===== config.mk =====
export PLATFORM = sky130hd
export DESIGN_NAME = gprAddrGen
export DESIGN_NICKNAME = d
export VERILOG_FILES = /design/src/design/gprAddrPkg.sv /design/src/design/gprAddrGen.sv /design/src/design/bypassCmp.sv /design/src/design/targetPipe.sv /design/src/design/gprAddrCtrl.sv
export VERILOG_INCLUDE_DIRS = /design/src /design/src/design
export SDC_FILE = /design/constraint.sdc
export NUM_CORES = 1
export LEC_CHECK = 0
export ABC_AREA = 1
export BUFFER_PORTS_ARGS = -buffer_cell sky130_fd_sc_hd__buf_2
export CELL_PAD_IN_SITES_DETAIL_PLACEMENT = 1
export CELL_PAD_IN_SITES_GLOBAL_PLACEMENT = 1
export CORE_ASPECT_RATIO = 1.75
export CORE_UTILIZATION = 41
export DETAILED_ROUTE_END_ITERATION = 12
export PLACE_DENSITY_LB_ADDON = 0.1
export SLEW_MARGIN = 20
export SYNTH_ARGS = -nofsm -noshare
export SYNTH_HDL_FRONTEND = slang
export SYNTH_HIERARCHICAL = 1
export SYNTH_SLANG_ARGS = --single-unit

===== constraint.sdc =====
create_clock -name CB -period 4.05 [get_ports CB]
set_clock_uncertainty 0.1 [all_clocks]
set_input_delay 0.2025 -clock CB [delete_from_list [all_inputs] [get_ports CB]]
set_output_delay 0.2025 -clock CB [all_outputs]
set_load 0.005 [all_outputs]

===== src/design/gprAddr_config.svh =====
// Widths and opcode encodings for the GPR address generator
// Opcode values follow the PowerPC primary and extended opcode fields
// Only the small opcode subset listed here is decoded, all others are ignored
`ifndef GPR_ADDR_CONFIG_SVH
`define GPR_ADDR_CONFIG_SVH

// Field widths
`define GPR_ADDR_W 5
`define PRI_OP_W   6
`define EXT_OP_W   10

// Highest register index, end of load/store multiple
`define LAST_GPR   31

// Primary opcodes
`define OP_ADDI    6'd14
`define OP_EXT     6'd31
`define OP_LWZ     6'd32
`define OP_STW     6'd36
`define OP_LMW     6'd46
`define OP_STMW    6'd47

// Extended opcodes under OP_EXT
`define XO_LWZX    10'd23
`define XO_STWX    10'd151
`define XO_ADD     10'd266

`endif

===== src/design/gprAddrPkg.sv =====
// Types shared by the GPR address generator blocks
// Widths come from the config header
`default_nettype none

`include "gprAddr_config.svh"

package gprAddrPkg;

  typedef logic [`GPR_ADDR_W-1:0] gprAddr_t;
  typedef logic [`PRI_OP_W-1:0]   priOp_t;
  typedef logic [`EXT_OP_W-1:0]   extOp_t;

  // Decoded operation class
  typedef enum logic [2:0] {
    OP_RESULT,
    OP_LOAD,
    OP_STORE,
    OP_LOADMULTI,
    OP_STOREMULTI,
    OP_NONE
  } opKind_t;

  // Multiple-op sequencer
  typedef enum logic {
    IDLE,
    MULTI
  } ctrlState_t;

  // Bypass source for one read port, youngest stage wins
  typedef enum logic [2:0] {
    BYP_NONE,
    BYP_EXE,
    BYP_WB,
    BYP_LWB,
    BYP_WAIT
  } bypSrc_t;

endpackage

`default_nettype wire


===== src/design/gprAddrGen.sv =====
// GPR address generator top level
// hold_i stalls the whole pipe, there is no other back-pressure
// Bypass outputs are combinational from the decode fields
`default_nettype none

module gprAddrGen
(
  input  wire                     CB,
  input  wire                     rstN_i,
  input  wire                     dcdValid_i,
  input  wire                     hold_i,
  input  gprAddrPkg::priOp_t      priOp_i,
  input  gprAddrPkg::extOp_t      extOp_i,
  input  gprAddrPkg::gprAddr_t    ra_i,
  input  gprAddrPkg::gprAddr_t    rb_i,
  input  gprAddrPkg::gprAddr_t    rsRt_i,
  output logic                    dcdAccept_o,
  output gprAddrPkg::gprAddr_t    aAddr_o,
  output gprAddrPkg::gprAddr_t    bAddr_o,
  output gprAddrPkg::gprAddr_t    sAddr_o,
  output gprAddrPkg::bypSrc_t     aByp_o,
  output gprAddrPkg::bypSrc_t     bByp_o,
  output gprAddrPkg::bypSrc_t     sByp_o,
  output logic                    wbRpValid_o,
  output gprAddrPkg::gprAddr_t    wbRpAddr_o,
  output logic                    lwbLpValid_o,
  output gprAddrPkg::gprAddr_t    lwbLpAddr_o
);

  logic                 issue;
  gprAddrPkg::gprAddr_t issueRp;
  logic                 issueRpValid;
  gprAddrPkg::gprAddr_t issueLp;
  logic                 issueLpValid;

  gprAddrPkg::gprAddr_t exeRp;
  logic                 exeRpValid;
  gprAddrPkg::gprAddr_t exeLp;
  logic                 exeLpValid;
  gprAddrPkg::gprAddr_t wbLp;
  logic                 wbLpValid;

  // *******************************************************************
  // Decode and sequencing
  // *******************************************************************
  gprAddrCtrl ctrl
  (
    .CB             (CB),
    .rstN_i         (rstN_i),
    .dcdValid_i     (dcdValid_i),
    .hold_i         (hold_i),
    .priOp_i        (priOp_i),
    .extOp_i        (extOp_i),
    .ra_i           (ra_i),
    .rb_i           (rb_i),
    .rsRt_i         (rsRt_i),
    .dcdAccept_o    (dcdAccept_o),
    .aAddr_o        (aAddr_o),
    .bAddr_o        (bAddr_o),
    .sAddr_o        (sAddr_o),
    .issue_o        (issue),
    .issueRp_o      (issueRp),
    .issueRpValid_o (issueRpValid),
    .issueLp_o      (issueLp),
    .issueLpValid_o (issueLpValid)
  );

  targetPipe pipe
  (
    .CB             (CB),
    .rstN_i         (rstN_i),
    .hold_i         (hold_i),
    .issue_i        (issue),
    .issueRp_i      (issueRp),
    .issueRpValid_i (issueRpValid),
    .issueLp_i      (issueLp),
    .issueLpValid_i (issueLpValid),
    .exeRp_o        (exeRp),
    .exeRpValid_o   (exeRpValid),
    .exeLp_o        (exeLp),
    .exeLpValid_o   (exeLpValid),
    .wbRp_o         (wbRpAddr_o),
    .wbRpValid_o    (wbRpValid_o),
    .wbLp_o         (wbLp),
    .wbLpValid_o    (wbLpValid),
    .lwbLp_o        (lwbLpAddr_o),
    .lwbLpValid_o   (lwbLpValid_o)
  );

  // *******************************************************************
  // One classifier per read port
  // *******************************************************************
  bypassCmp aCmp
  (
    .portAddr_i (aAddr_o),
    .exeRp_i    (exeRp),       .exeRpValid_i (exeRpValid),
    .exeLp_i    (exeLp),       .exeLpValid_i (exeLpValid),
    .wbRp_i     (wbRpAddr_o),  .wbRpValid_i  (wbRpValid_o),
    .wbLp_i     (wbLp),        .wbLpValid_i  (wbLpValid),
    .lwbLp_i    (lwbLpAddr_o), .lwbLpValid_i (lwbLpValid_o),
    .byp_o      (aByp_o)
  );

  bypassCmp bCmp
  (
    .portAddr_i (bAddr_o),
    .exeRp_i    (exeRp),       .exeRpValid_i (exeRpValid),
    .exeLp_i    (exeLp),       .exeLpValid_i (exeLpValid),
    .wbRp_i     (wbRpAddr_o),  .wbRpValid_i  (wbRpValid_o),
    .wbLp_i     (wbLp),        .wbLpValid_i  (wbLpValid),
    .lwbLp_i    (lwbLpAddr_o), .lwbLpValid_i (lwbLpValid_o),
    .byp_o      (bByp_o)
  );

  bypassCmp sCmp
  (
    .portAddr_i (sAddr_o),
    .exeRp_i    (exeRp),       .exeRpValid_i (exeRpValid),
    .exeLp_i    (exeLp),       .exeLpValid_i (exeLpValid),
    .wbRp_i     (wbRpAddr_o),  .wbRpValid_i  (wbRpValid_o),
    .wbLp_i     (wbLp),        .wbLpValid_i  (wbLpValid),
    .lwbLp_i    (lwbLpAddr_o), .lwbLpValid_i (lwbLpValid_o),
    .byp_o      (sByp_o)
  );

endmodule

`default_nettype wire


===== src/design/bypassCmp.sv =====
// Bypass classification of one read-port address
// Purely combinational, youngest matching stage wins
`default_nettype none

module bypassCmp
(
  input  gprAddrPkg::gprAddr_t    portAddr_i,
  input  gprAddrPkg::gprAddr_t    exeRp_i,
  input  wire                     exeRpValid_i,
  input  gprAddrPkg::gprAddr_t    exeLp_i,
  input  wire                     exeLpValid_i,
  input  gprAddrPkg::gprAddr_t    wbRp_i,
  input  wire                     wbRpValid_i,
  input  gprAddrPkg::gprAddr_t    wbLp_i,
  input  wire                     wbLpValid_i,
  input  gprAddrPkg::gprAddr_t    lwbLp_i,
  input  wire                     lwbLpValid_i,
  output gprAddrPkg::bypSrc_t     byp_o
);

  logic exeLpHit;
  logic exeRpHit;
  logic wbHit;
  logic lwbHit;

  assign exeLpHit = exeLpValid_i && (exeLp_i == portAddr_i);
  assign exeRpHit = exeRpValid_i && (exeRp_i == portAddr_i);
  assign wbHit    = (wbRpValid_i && (wbRp_i == portAddr_i)) ||
                    (wbLpValid_i && (wbLp_i == portAddr_i));
  assign lwbHit   = lwbLpValid_i && (lwbLp_i == portAddr_i);

  // Load data in exe is not ready yet, so the reader waits
  always_comb
  begin
    if (exeLpHit)
      byp_o = gprAddrPkg::BYP_WAIT;
    else if (exeRpHit)
      byp_o = gprAddrPkg::BYP_EXE;
    else if (wbHit)
      byp_o = gprAddrPkg::BYP_WB;
    else if (lwbHit)
      byp_o = gprAddrPkg::BYP_LWB;
    else
      byp_o = gprAddrPkg::BYP_NONE;
  end

endmodule

`default_nettype wire


===== src/design/targetPipe.sv =====
// Target address pipeline for the exe, wb and lwb stages
// All stages advance together on every edge with hold_i low
// Stage addresses are unknown after reset until a transfer fills them
`default_nettype none

module targetPipe
(
  input  wire                     CB,
  input  wire                     rstN_i,
  input  wire                     hold_i,
  input  wire                     issue_i,
  input  gprAddrPkg::gprAddr_t    issueRp_i,
  input  wire                     issueRpValid_i,
  input  gprAddrPkg::gprAddr_t    issueLp_i,
  input  wire                     issueLpValid_i,
  output gprAddrPkg::gprAddr_t    exeRp_o,
  output logic                    exeRpValid_o,
  output gprAddrPkg::gprAddr_t    exeLp_o,
  output logic                    exeLpValid_o,
  output gprAddrPkg::gprAddr_t    wbRp_o,
  output logic                    wbRpValid_o,
  output gprAddrPkg::gprAddr_t    wbLp_o,
  output logic                    wbLpValid_o,
  output gprAddrPkg::gprAddr_t    lwbLp_o,
  output logic                    lwbLpValid_o
);

  // *******************************************************************
  // Stage valids
  // *******************************************************************
  always_ff @(posedge CB or negedge rstN_i)
  begin
    if (!rstN_i)
    begin
      exeRpValid_o <= 1'b0;
      exeLpValid_o <= 1'b0;
      wbRpValid_o  <= 1'b0;
      wbLpValid_o  <= 1'b0;
      lwbLpValid_o <= 1'b0;
    end
    else if (!hold_i)
    begin
      // Bubble enters exe when nothing issues
      exeRpValid_o <= issue_i && issueRpValid_i;
      exeLpValid_o <= issue_i && issueLpValid_i;
      wbRpValid_o  <= exeRpValid_o;
      wbLpValid_o  <= exeLpValid_o;
      lwbLpValid_o <= wbLpValid_o;
    end
  end

  // *******************************************************************
  // Stage addresses
  // *******************************************************************
  always_ff @(posedge CB)
  begin
    if (!hold_i)
    begin
      exeRp_o <= issueRp_i;
      exeLp_o <= issueLp_i;
      wbRp_o  <= exeRp_o;
      wbLp_o  <= exeLp_o;
      lwbLp_o <= wbLp_o;
    end
  end

endmodule

`default_nettype wire


===== src/design/gprAddrCtrl.sv =====
// Decode and issue control for the GPR read and target addresses
// Opcode fields must stay steady until dcdAccept_o pulses
// lmw/stmw issue one transfer per register from rsRt up to register 31
`default_nettype none

`include "gprAddr_config.svh"

module gprAddrCtrl
(
  input  wire                     CB,
  input  wire                     rstN_i,
  input  wire                     dcdValid_i,
  input  wire                     hold_i,
  input  gprAddrPkg::priOp_t      priOp_i,
  input  gprAddrPkg::extOp_t      extOp_i,
  input  gprAddrPkg::gprAddr_t    ra_i,
  input  gprAddrPkg::gprAddr_t    rb_i,
  input  gprAddrPkg::gprAddr_t    rsRt_i,
  output logic                    dcdAccept_o,
  output gprAddrPkg::gprAddr_t    aAddr_o,
  output gprAddrPkg::gprAddr_t    bAddr_o,
  output gprAddrPkg::gprAddr_t    sAddr_o,
  output logic                    issue_o,
  output gprAddrPkg::gprAddr_t    issueRp_o,
  output logic                    issueRpValid_o,
  output gprAddrPkg::gprAddr_t    issueLp_o,
  output logic                    issueLpValid_o
);

  gprAddrPkg::opKind_t    opKind;
  gprAddrPkg::ctrlState_t stateQ;
  gprAddrPkg::ctrlState_t stateD;
  gprAddrPkg::gprAddr_t   idxQ;
  gprAddrPkg::gprAddr_t   idxD;
  gprAddrPkg::gprAddr_t   curIdx;
  logic                   isMulti;
  logic                   lastXfer;
  logic                   issue;

  // *******************************************************************
  // Opcode decode
  // *******************************************************************
  always_comb
  begin
    opKind = gprAddrPkg::OP_NONE;
    case (priOp_i)
      `OP_ADDI: opKind = gprAddrPkg::OP_RESULT;
      `OP_LWZ:  opKind = gprAddrPkg::OP_LOAD;
      `OP_STW:  opKind = gprAddrPkg::OP_STORE;
      `OP_LMW:  opKind = gprAddrPkg::OP_LOADMULTI;
      `OP_STMW: opKind = gprAddrPkg::OP_STOREMULTI;
      `OP_EXT:
      begin
        case (extOp_i)
          `XO_ADD:  opKind = gprAddrPkg::OP_RESULT;
          `XO_LWZX: opKind = gprAddrPkg::OP_LOAD;
          `XO_STWX: opKind = gprAddrPkg::OP_STORE;
          default:  opKind = gprAddrPkg::OP_NONE;
        endcase
      end
      default: opKind = gprAddrPkg::OP_NONE;
    endcase
  end

  assign isMulti = (opKind == gprAddrPkg::OP_LOADMULTI) ||
                   (opKind == gprAddrPkg::OP_STOREMULTI);

  // *******************************************************************
  // Multiple-op sequencer
  // *******************************************************************
  // First transfer of a multiple op uses rsRt directly
  assign curIdx   = (stateQ == gprAddrPkg::MULTI) ? idxQ : rsRt_i;
  assign lastXfer = (curIdx == gprAddrPkg::gprAddr_t'(`LAST_GPR));
  assign issue    = dcdValid_i && !hold_i;

  always_comb
  begin
    stateD = stateQ;
    idxD   = idxQ;
    if (issue && isMulti)
    begin
      if (lastXfer)
      begin
        stateD = gprAddrPkg::IDLE;
      end
      else
      begin
        stateD = gprAddrPkg::MULTI;
        idxD   = curIdx + gprAddrPkg::gprAddr_t'(1);
      end
    end
  end

  always_ff @(posedge CB or negedge rstN_i)
  begin
    if (!rstN_i)
    begin
      stateQ <= gprAddrPkg::IDLE;
      idxQ   <= '0;
    end
    else
    begin
      stateQ <= stateD;
      idxQ   <= idxD;
    end
  end

  // Single ops finish in one transfer
  assign dcdAccept_o = issue && (!isMulti || lastXfer);
  assign issue_o     = issue;

  // *******************************************************************
  // Read ports and targets
  // *******************************************************************
  assign aAddr_o = ra_i;
  assign bAddr_o = rb_i;
  assign sAddr_o = (opKind == gprAddrPkg::OP_STOREMULTI) ? curIdx : rsRt_i;

  assign issueRp_o      = rsRt_i;
  assign issueRpValid_o = (opKind == gprAddrPkg::OP_RESULT);

  // lmw walks the load target along with the index
  assign issueLp_o      = (opKind == gprAddrPkg::OP_LOADMULTI) ? curIdx : rsRt_i;
  assign issueLpValid_o = (opKind == gprAddrPkg::OP_LOAD) ||
                          (opKind == gprAddrPkg::OP_LOADMULTI);

endmodule

`default_nettype wire


# Word level (Yosys, flattened, before mapping)
# Cells that the tools add are included.
# W data, S select, Z words.
[word_totals] n_memories=0 regBits=36 ramBits=0 rom_bits=0 output_inout_bits=37 input_bits=35 latchBits=0
[op_classes] muxes=18 eq_ne=28 magnitude_cmp=0 reduce_logical=30 n_div=0 shift=0 multipliers=0 n_bitwise=1 add_sub_neg=1
[op_table] cell="$eq A5 B5 Y1" count=15
[op_table] cell="$mux W3" count=9
[op_table] cell="$eq A6 B6 Y1 const B" count=4
[op_table] cell="$logic_and A1 B1 Y1" count=20
[op_table] cell="$pmux W3 S6" count=1
[op_table] cell="$mux W5" count=3
[op_table] cell="$eq A10 B5 Y1 const B" count=1
[op_table] cell="$eq A10 B8 Y1 const B" count=1
[op_table] cell="$eq A10 B9 Y1 const B" count=1
[op_table] cell="$pmux W3 S3" count=1
[op_table] cell="$eq A6 B4 Y1 const B" count=1
[op_table] cell="$eq A6 B5 Y1 const B" count=1
[op_table] cell="$logic_or A1 B1 Y1" count=6
[op_table] cell="$mux W2" count=3
[op_table] cell="$add A5 B1 Y5 const B" count=1
[op_table] cell="$eq A5 B5 Y1 const B" count=1
[op_table] cell="$eq A3 B1 Y1 const B" count=1
[op_table] cell="$eq A3 B2 Y1 const B" count=1
[op_table] cell="$eq A3 B3 Y1 const B" count=1
[op_table] cell="$logic_not A3 Y1" count=1
[op_table] cell="$logic_not A1 Y1" count=2
[op_table] cell="$reduce_and A2 Y1" count=1
[op_table] cell="$mux W1" count=1
[op_table] cell="$not A1 Y1" count=1

# Longest topological paths before layout
[depth] depth_word=11 depth_mapped=16 depth_no_buf=16

# By module
# Netlist, hierarchy kept.
[by_module_without_submodules] mod="bypassCmp" seq_area_each_um2=0.0 instances=3 area_per_inst_um2=476.7 cells_per_inst=109
[by_module_without_submodules] mod="targetPipe" seq_area_each_um2=875.8 instances=1 area_per_inst_um2=938.4 cells_per_inst=46
[by_module_without_submodules] mod="gprAddrCtrl" seq_area_each_um2=150.1 instances=1 area_per_inst_um2=898.4 cells_per_inst=150

# Worst setup path after synthesis
# OpenSTA, ideal clock, no wires.
[synth_path] path_type="flip-flop to output port" startpoint="register ctrl.stateQ" endpoint="output sByp_o[0]" stages_incl_launch_ff=12 arrival_ns=1.836 slack_ns=1.912 n_path_buf=1 required_ns=3.748 path_cell_list="dfrtp_1 -> buf_2 -> mux2i_1 -> o21ai_0 -> inv_2 -> nand2_2 -> nand2_1 -> nor2_2 -> nand2_1 -> nor2_2 -> nand3_1 -> a21oi_2"
[synth_between] elab_chain_len=8
[synth_rtl] item="start: declaration" line_no="gprAddrCtrl.sv:31" rtl="gprAddrPkg::ctrlState_t stateQ;"
[synth_rtl] item="start signal: assignment" line_no="gprAddrCtrl.sv:98" rtl="stateQ <= gprAddrPkg::IDLE;"
[synth_rtl] item="start signal: assignment" line_no="gprAddrCtrl.sv:103" rtl="stateQ <= stateD;"
[synth_rtl] item="$mux W5 (*)" line_no="gprAddrCtrl.sv:72" rtl="assign curIdx = (stateQ == gprAddrPkg::MULTI) ? idxQ : rsRt_i;"
[synth_rtl] item="$mux W5 (*)" line_no="gprAddrCtrl.sv:117" rtl="assign sAddr_o = (opKind == gprAddrPkg::OP_STOREMULTI) ? curIdx : rsRt_i;"
[synth_rtl] item="via sAddr_o[3]" line_no="gprAddrGen.sv:20" rtl="output gprAddrPkg::gprAddr_t sAddr_o,"
[synth_rtl] item="$eq A5 B5 Y1 (on tied branches)" line_no="bypassCmp.sv:30, bypassCmp.sv:28, bypassCmp.sv:29"
[synth_rtl] item="$logic_and A1 B1 Y1 (on tied branches)" line_no="bypassCmp.sv:30, bypassCmp.sv:28, bypassCmp.sv:29"
[synth_rtl] item="$mux W2 or $logic_or A1 B1 Y1 (tied branches)" line_no="bypassCmp.sv:41, bypassCmp.sv:28"
[synth_rtl] item="$mux W3" line_no="bypassCmp.sv:39" rtl="else if (wbHit)"
[synth_rtl] item="$mux W3" line_no="bypassCmp.sv:37" rtl="else if (exeRpHit)"
[synth_rtl] item="$mux W3 (*)" line_no="bypassCmp.sv:35" rtl="if (exeLpHit)"
[synth_rtl] item="end: declaration" line_no="gprAddrGen.sv:23" rtl="output gprAddrPkg::bypSrc_t sByp_o,"
# Mark *: on every way through the listed nets, which the timed path passes. The rest lies on a longest branch.

# Worst setup path after layout
[layout_path] startpoint="register ctrl.stateQ" endpoint="output sByp_o[1]"
[layout_between] elab_chain_len=8
[layout_rtl] item="$mux W5 (*)" line_no="gprAddrCtrl.sv:72"
[layout_rtl] item="$mux W5 (*)" line_no="gprAddrCtrl.sv:117"
[layout_rtl] item="$eq A5 B5 Y1 (on tied branches)" line_no="bypassCmp.sv:30, bypassCmp.sv:28, bypassCmp.sv:29"
[layout_rtl] item="$logic_and A1 B1 Y1 (on tied branches)" line_no="bypassCmp.sv:30, bypassCmp.sv:28, bypassCmp.sv:29"
[layout_rtl] item="$mux W2 or $logic_or A1 B1 Y1 (tied branches)" line_no="bypassCmp.sv:41, bypassCmp.sv:28"
[layout_rtl] item="$mux W3" line_no="bypassCmp.sv:39"
[layout_rtl] item="$mux W3" line_no="bypassCmp.sv:37"
[layout_rtl] item="$mux W3 (*)" line_no="bypassCmp.sv:35"
# Mark *: on every way between the ends. The rest lies on a longest branch, timed or not.

==> results.md <==
* Final Util at 0.487
* Largest net degree at the start of global routing at 31
* Switch share at 0.313
* CP Data Arrival Time at approximately 2.9 ns
* Met2 Use GR at 0.531
* CTS Sinks at 36
* M3 GR Usage at 0.0218
* CP Cell Sequence: nand2_1, o21a_1, inv_1, o21ai_0, inv_1, nand2_1, nand2_1, nor2_1, nand3_1, nand3_1, nand2_1, inv_1, buf_2
* Share of cells above drive strength 1 at 0.196
* Count of final hold-check violations at 0
* Yosys cell types at 29
* DRC violation count after routing at 0
* Worst path max stage delay at around 0.76 ns
* Bufs on Longest Clock Path at 2
* Maximum achievable frequency at 315 MHz
* Via density at between 5 and 6
* Final HPWL DP at ~8400 µm
* # diodes at 0
* Drt first pass iters at 4
* Crit Path Class: reg -> out
* Fill count at 1092
* VDD IR max at just over 300 µV
* DP Worst Slack at around 1.1 ns
* Die Wd at between 60 and 70 µm
* Commonest non-fill, non-tap cell in the layout: nand2_1
* Hold path start: rsRt_i[4]
* Clock Power Share at 0.341
* Effective utilization at floorplan at 0.429
* DIE AREA at approximately 8300 µm²
* Vias in the first global route at 3562
* Area grow syn2layout at 13.5%
* Hold Crit Endpoint: pipe/exeRp_o[4]
* Sequential area share after synthesis at 0.314
* Status: finished, final reports clean
* Core box area at roughly 7600 µm²
* Clk root buf: clkbuf_16
* Wire length per cell at ~16 µm
* Post-CTS setup buffers at 0
* Rel. slew slack at 0.348
* Flops & latches, synth at 36
* Mux cell area share after synthesis at 0.00306
* Most frequent cells in the layout: 182 x nand2_1, 79 x inv_1, 75 x nor2_1
* GRT overflow at 0
* IO buf count at 71
* Die height at between 100 and 150 µm
* Reg2Reg Depth at 9
* Syn Area/Cell at about 6.2 µm²
* Hold depth at 1
* Routed WL at approximately 10000 µm
* Reg2Reg Setup Slack at between 1.5 and 2 ns
* Period Utilization, post-route at 0.785
* Measured slew at the worst slew-check pin at between 0.9 and 1 ns
* Synthesized instance count at around 520
* CP top delay family: compound AO/OA/AOI/OAI gates
* Area of the mapped netlist at roughly 3300 µm²
* Comb pwr share at 0.222
* Rows at between 40 and 50
* Simple-gate share of the synthesized area at 0.399
* Vias at ~3400
* Setup slack after layout at roughly 0.87 ns
* Final setup fails at 0
* First-pass GRT wire length at ~17000 µm
* Worst setup SP type: register
* Flop pwr share at 0.437
* Antenna viol nets, final at 0
* Crit end category: primary output
* Compound-Gate Fraction of Synth Area at 0.0674
* Insertion delay to the later sink of the worst-skew pair at about 0.28 ns
* CTS Buf Count at 5
* Met1 usage at 0.249
* RSZ-0062 raised after global routing: false
* Syn Nets at between 500 and 600
* I/O pin cnt at 72
* Maximum fanout along the worst path at 10
* DR iter-0 viols at 97
* P_leak at between 2 and 2.5 nW
* CTS tree: built
* YS warnings at 6
* Total track usage at 0.264
* R2r endpoint: ctrl/idxQ[0]
* GRT Max-Usage Layer: met2
* Pwr Total at 1.08 mW
* Cell internal pwr at about 0.74 mW
* Xor/xnor cell area share of the yosys netlist at 0.0536
* Power Dens Cells at slightly below 300 nW/µm²
* Fin nets at about 610
* Worst-path clk slew at around 0.05 ns
* Worst hold path type: in -> reg
* Net Switching at 0.337 mW
* GPL Wtd Cong at ~0.9
* Initial antenna violation count at 0
* Crit path top cell by count: nand2_1
* Setup TNS at 0 ns
* Synth Area in Adders at 0.00766
* H-tree depth at 2
* Largest family of logic cells by synthesized area: simple AND/OR/NAND/NOR gates
* Min cycle time layout at 3.18 ns
* Maxcap violations at 0
* Worst hold slack at around 0.014 ns
* WP buf/inv at 4
* CP max-delay cell: o21ai_0
* Worst R2R Start: ctrl/stateQ
* CP required at ~3.8 ns
* Pins Over Slew Limit at 0
-- power groups by stage --
stage                     Sequential, mW  Combinational [mW]  Clock (mW)
after CTS                          0.471               0.242       0.372
after global routing               0.477               0.271       0.385
final                              0.471               0.239       0.367
after detailed placement           0.478               0.239           0
after floorplan                    0.456               0.174           0
after global placement             0.476               0.229           0
-- cells by family after synthesis --
kind of cell | Yosys count
and+or+nand+nor | 312
buffers and inverters | 115
DFF | 36
xor gates and xnor gates | 20
muxes | 1
AOI/OAI and AO/OA | 37
adders and majority gates | 2
-- synth_stat cells --
cell,number,area (µm²)
xor2_1,12,105
nand2_2,9,56.3
xnor2_1,8,70.1
o21ai_1,3,15.0
nor3_1,4,20.0
buf_2,7,35.0
a21oi_2,3,26.3
a21oi_1,1,5.00
nand2_1,182,683
o21a_1,1,7.51
edfxtp_1,25,751
ha_1,2,25.0
mux2i_1,1,10.0
inv_1,79,297
nand2_4,3,33.8
buf_4,18,135
a21boi_0,1,7.51
dfrtp_1,11,275
o21ai_0,25,125
nand3_1,29,145
inv_2,11,41.3
nand3b_1,1,7.51
nor2_4,1,11.3
a21oi_4,1,16.3
nor2_1,75,282
o21ai_2,2,17.5
nand4_1,1,6.26
nor2_2,6,37.5
nor2_8,1,20.0
-- state kept, by name, summed over array words and instances (netlist names) --
signal	flops
pipe/exeRpValid_o	1
pipe/wbLp_o	5
pipe/lwbLp_o	5
pipe/lwbLpValid_o	1
ctrl/idxQ	5
ctrl/stateQ	1
pipe/wbLpValid_o	1
pipe/wbRp_o	5
pipe/wbRpValid_o	1
pipe/exeRp_o	5
pipe/exeLpValid_o	1
pipe/exeLp_o	5
-- metal layers --
layer | vias up | part of all wire
li1 | 1673 | -
met1 | 1583 | 0.35
met2 | 77 | 0.59
met3 | 22 | 0.022
met4 | 0 | 0.042
met5 | - | 0
-- how the worst max path moves through the flow --
| stage | slack [ns] | cells past startpoint | from | to |
|---|---|---|---|---|
| 6_report | 0.87 | 13 | ctrl/stateQ | sByp_o[1] |
| 4_1_cts | 0.87 | 13 | ctrl/stateQ | sByp_o[1] |
| 5_1_grt | 0.56 | 13 | ctrl/stateQ | sByp_o[1] |
| 3_3_place_gp | 1.14 | 15 | priOp_i[5] | sByp_o[0] |
| 2_1_floorplan | 1.91 | 11 | ctrl/stateQ | sByp_o[0] |
| 3_5_place_dp | 1.12 | 15 | priOp_i[5] | sByp_o[0] |
-- what timing repair did --
action	in CTS	in global routing
resized for setup	0	0
hold endpoints to repair	11	0
hold buffers	1	0
-- worst reg2reg max path, cell delays in order (launching register included) --
cell	delay, ns
dfrtp_1	0.49
o21ai_1	0.34
ha_1	0.26
nand2_1	0.08
nor2_1	0.15
ha_1	0.18
inv_1	0.10
nand2_4	0.14
nand2_1	0.09
o21ai_2	0.06
-- final cells by class --
| class | instances | area (µm²) | area share |
|---|---|---|---|
| Tap cell | 88 | 110 | 0.0297 |
| Timing Repair Buffer | 72 | 365 | 0.0985 |
| Clock inverter | 1 | 3.75 | 0.00101 |
| Inverter | 90 | 338 | 0.0911 |
| Clock buffer | 7 | 133 | 0.0358 |
| Multi-Input combinational cell | 372 | 1730 | 0.467 |
| Sequential cell | 36 | 1030 | 0.277 |
-- metrics by stage --
| stage | cells | cell area (µm²) |
|---|---|---|
| 2_1_floorplan | 523 | 3270 |
| 3_3_place_gp | 657 | 3560 |
| 3_5_place_dp | 657 | 3560 |
| 4_1_cts | 666 | 3710 |
| 5_1_grt | 666 | 3710 |
| 6_report | 666 | 3710 |
Power figures use the tool's default switching activity.
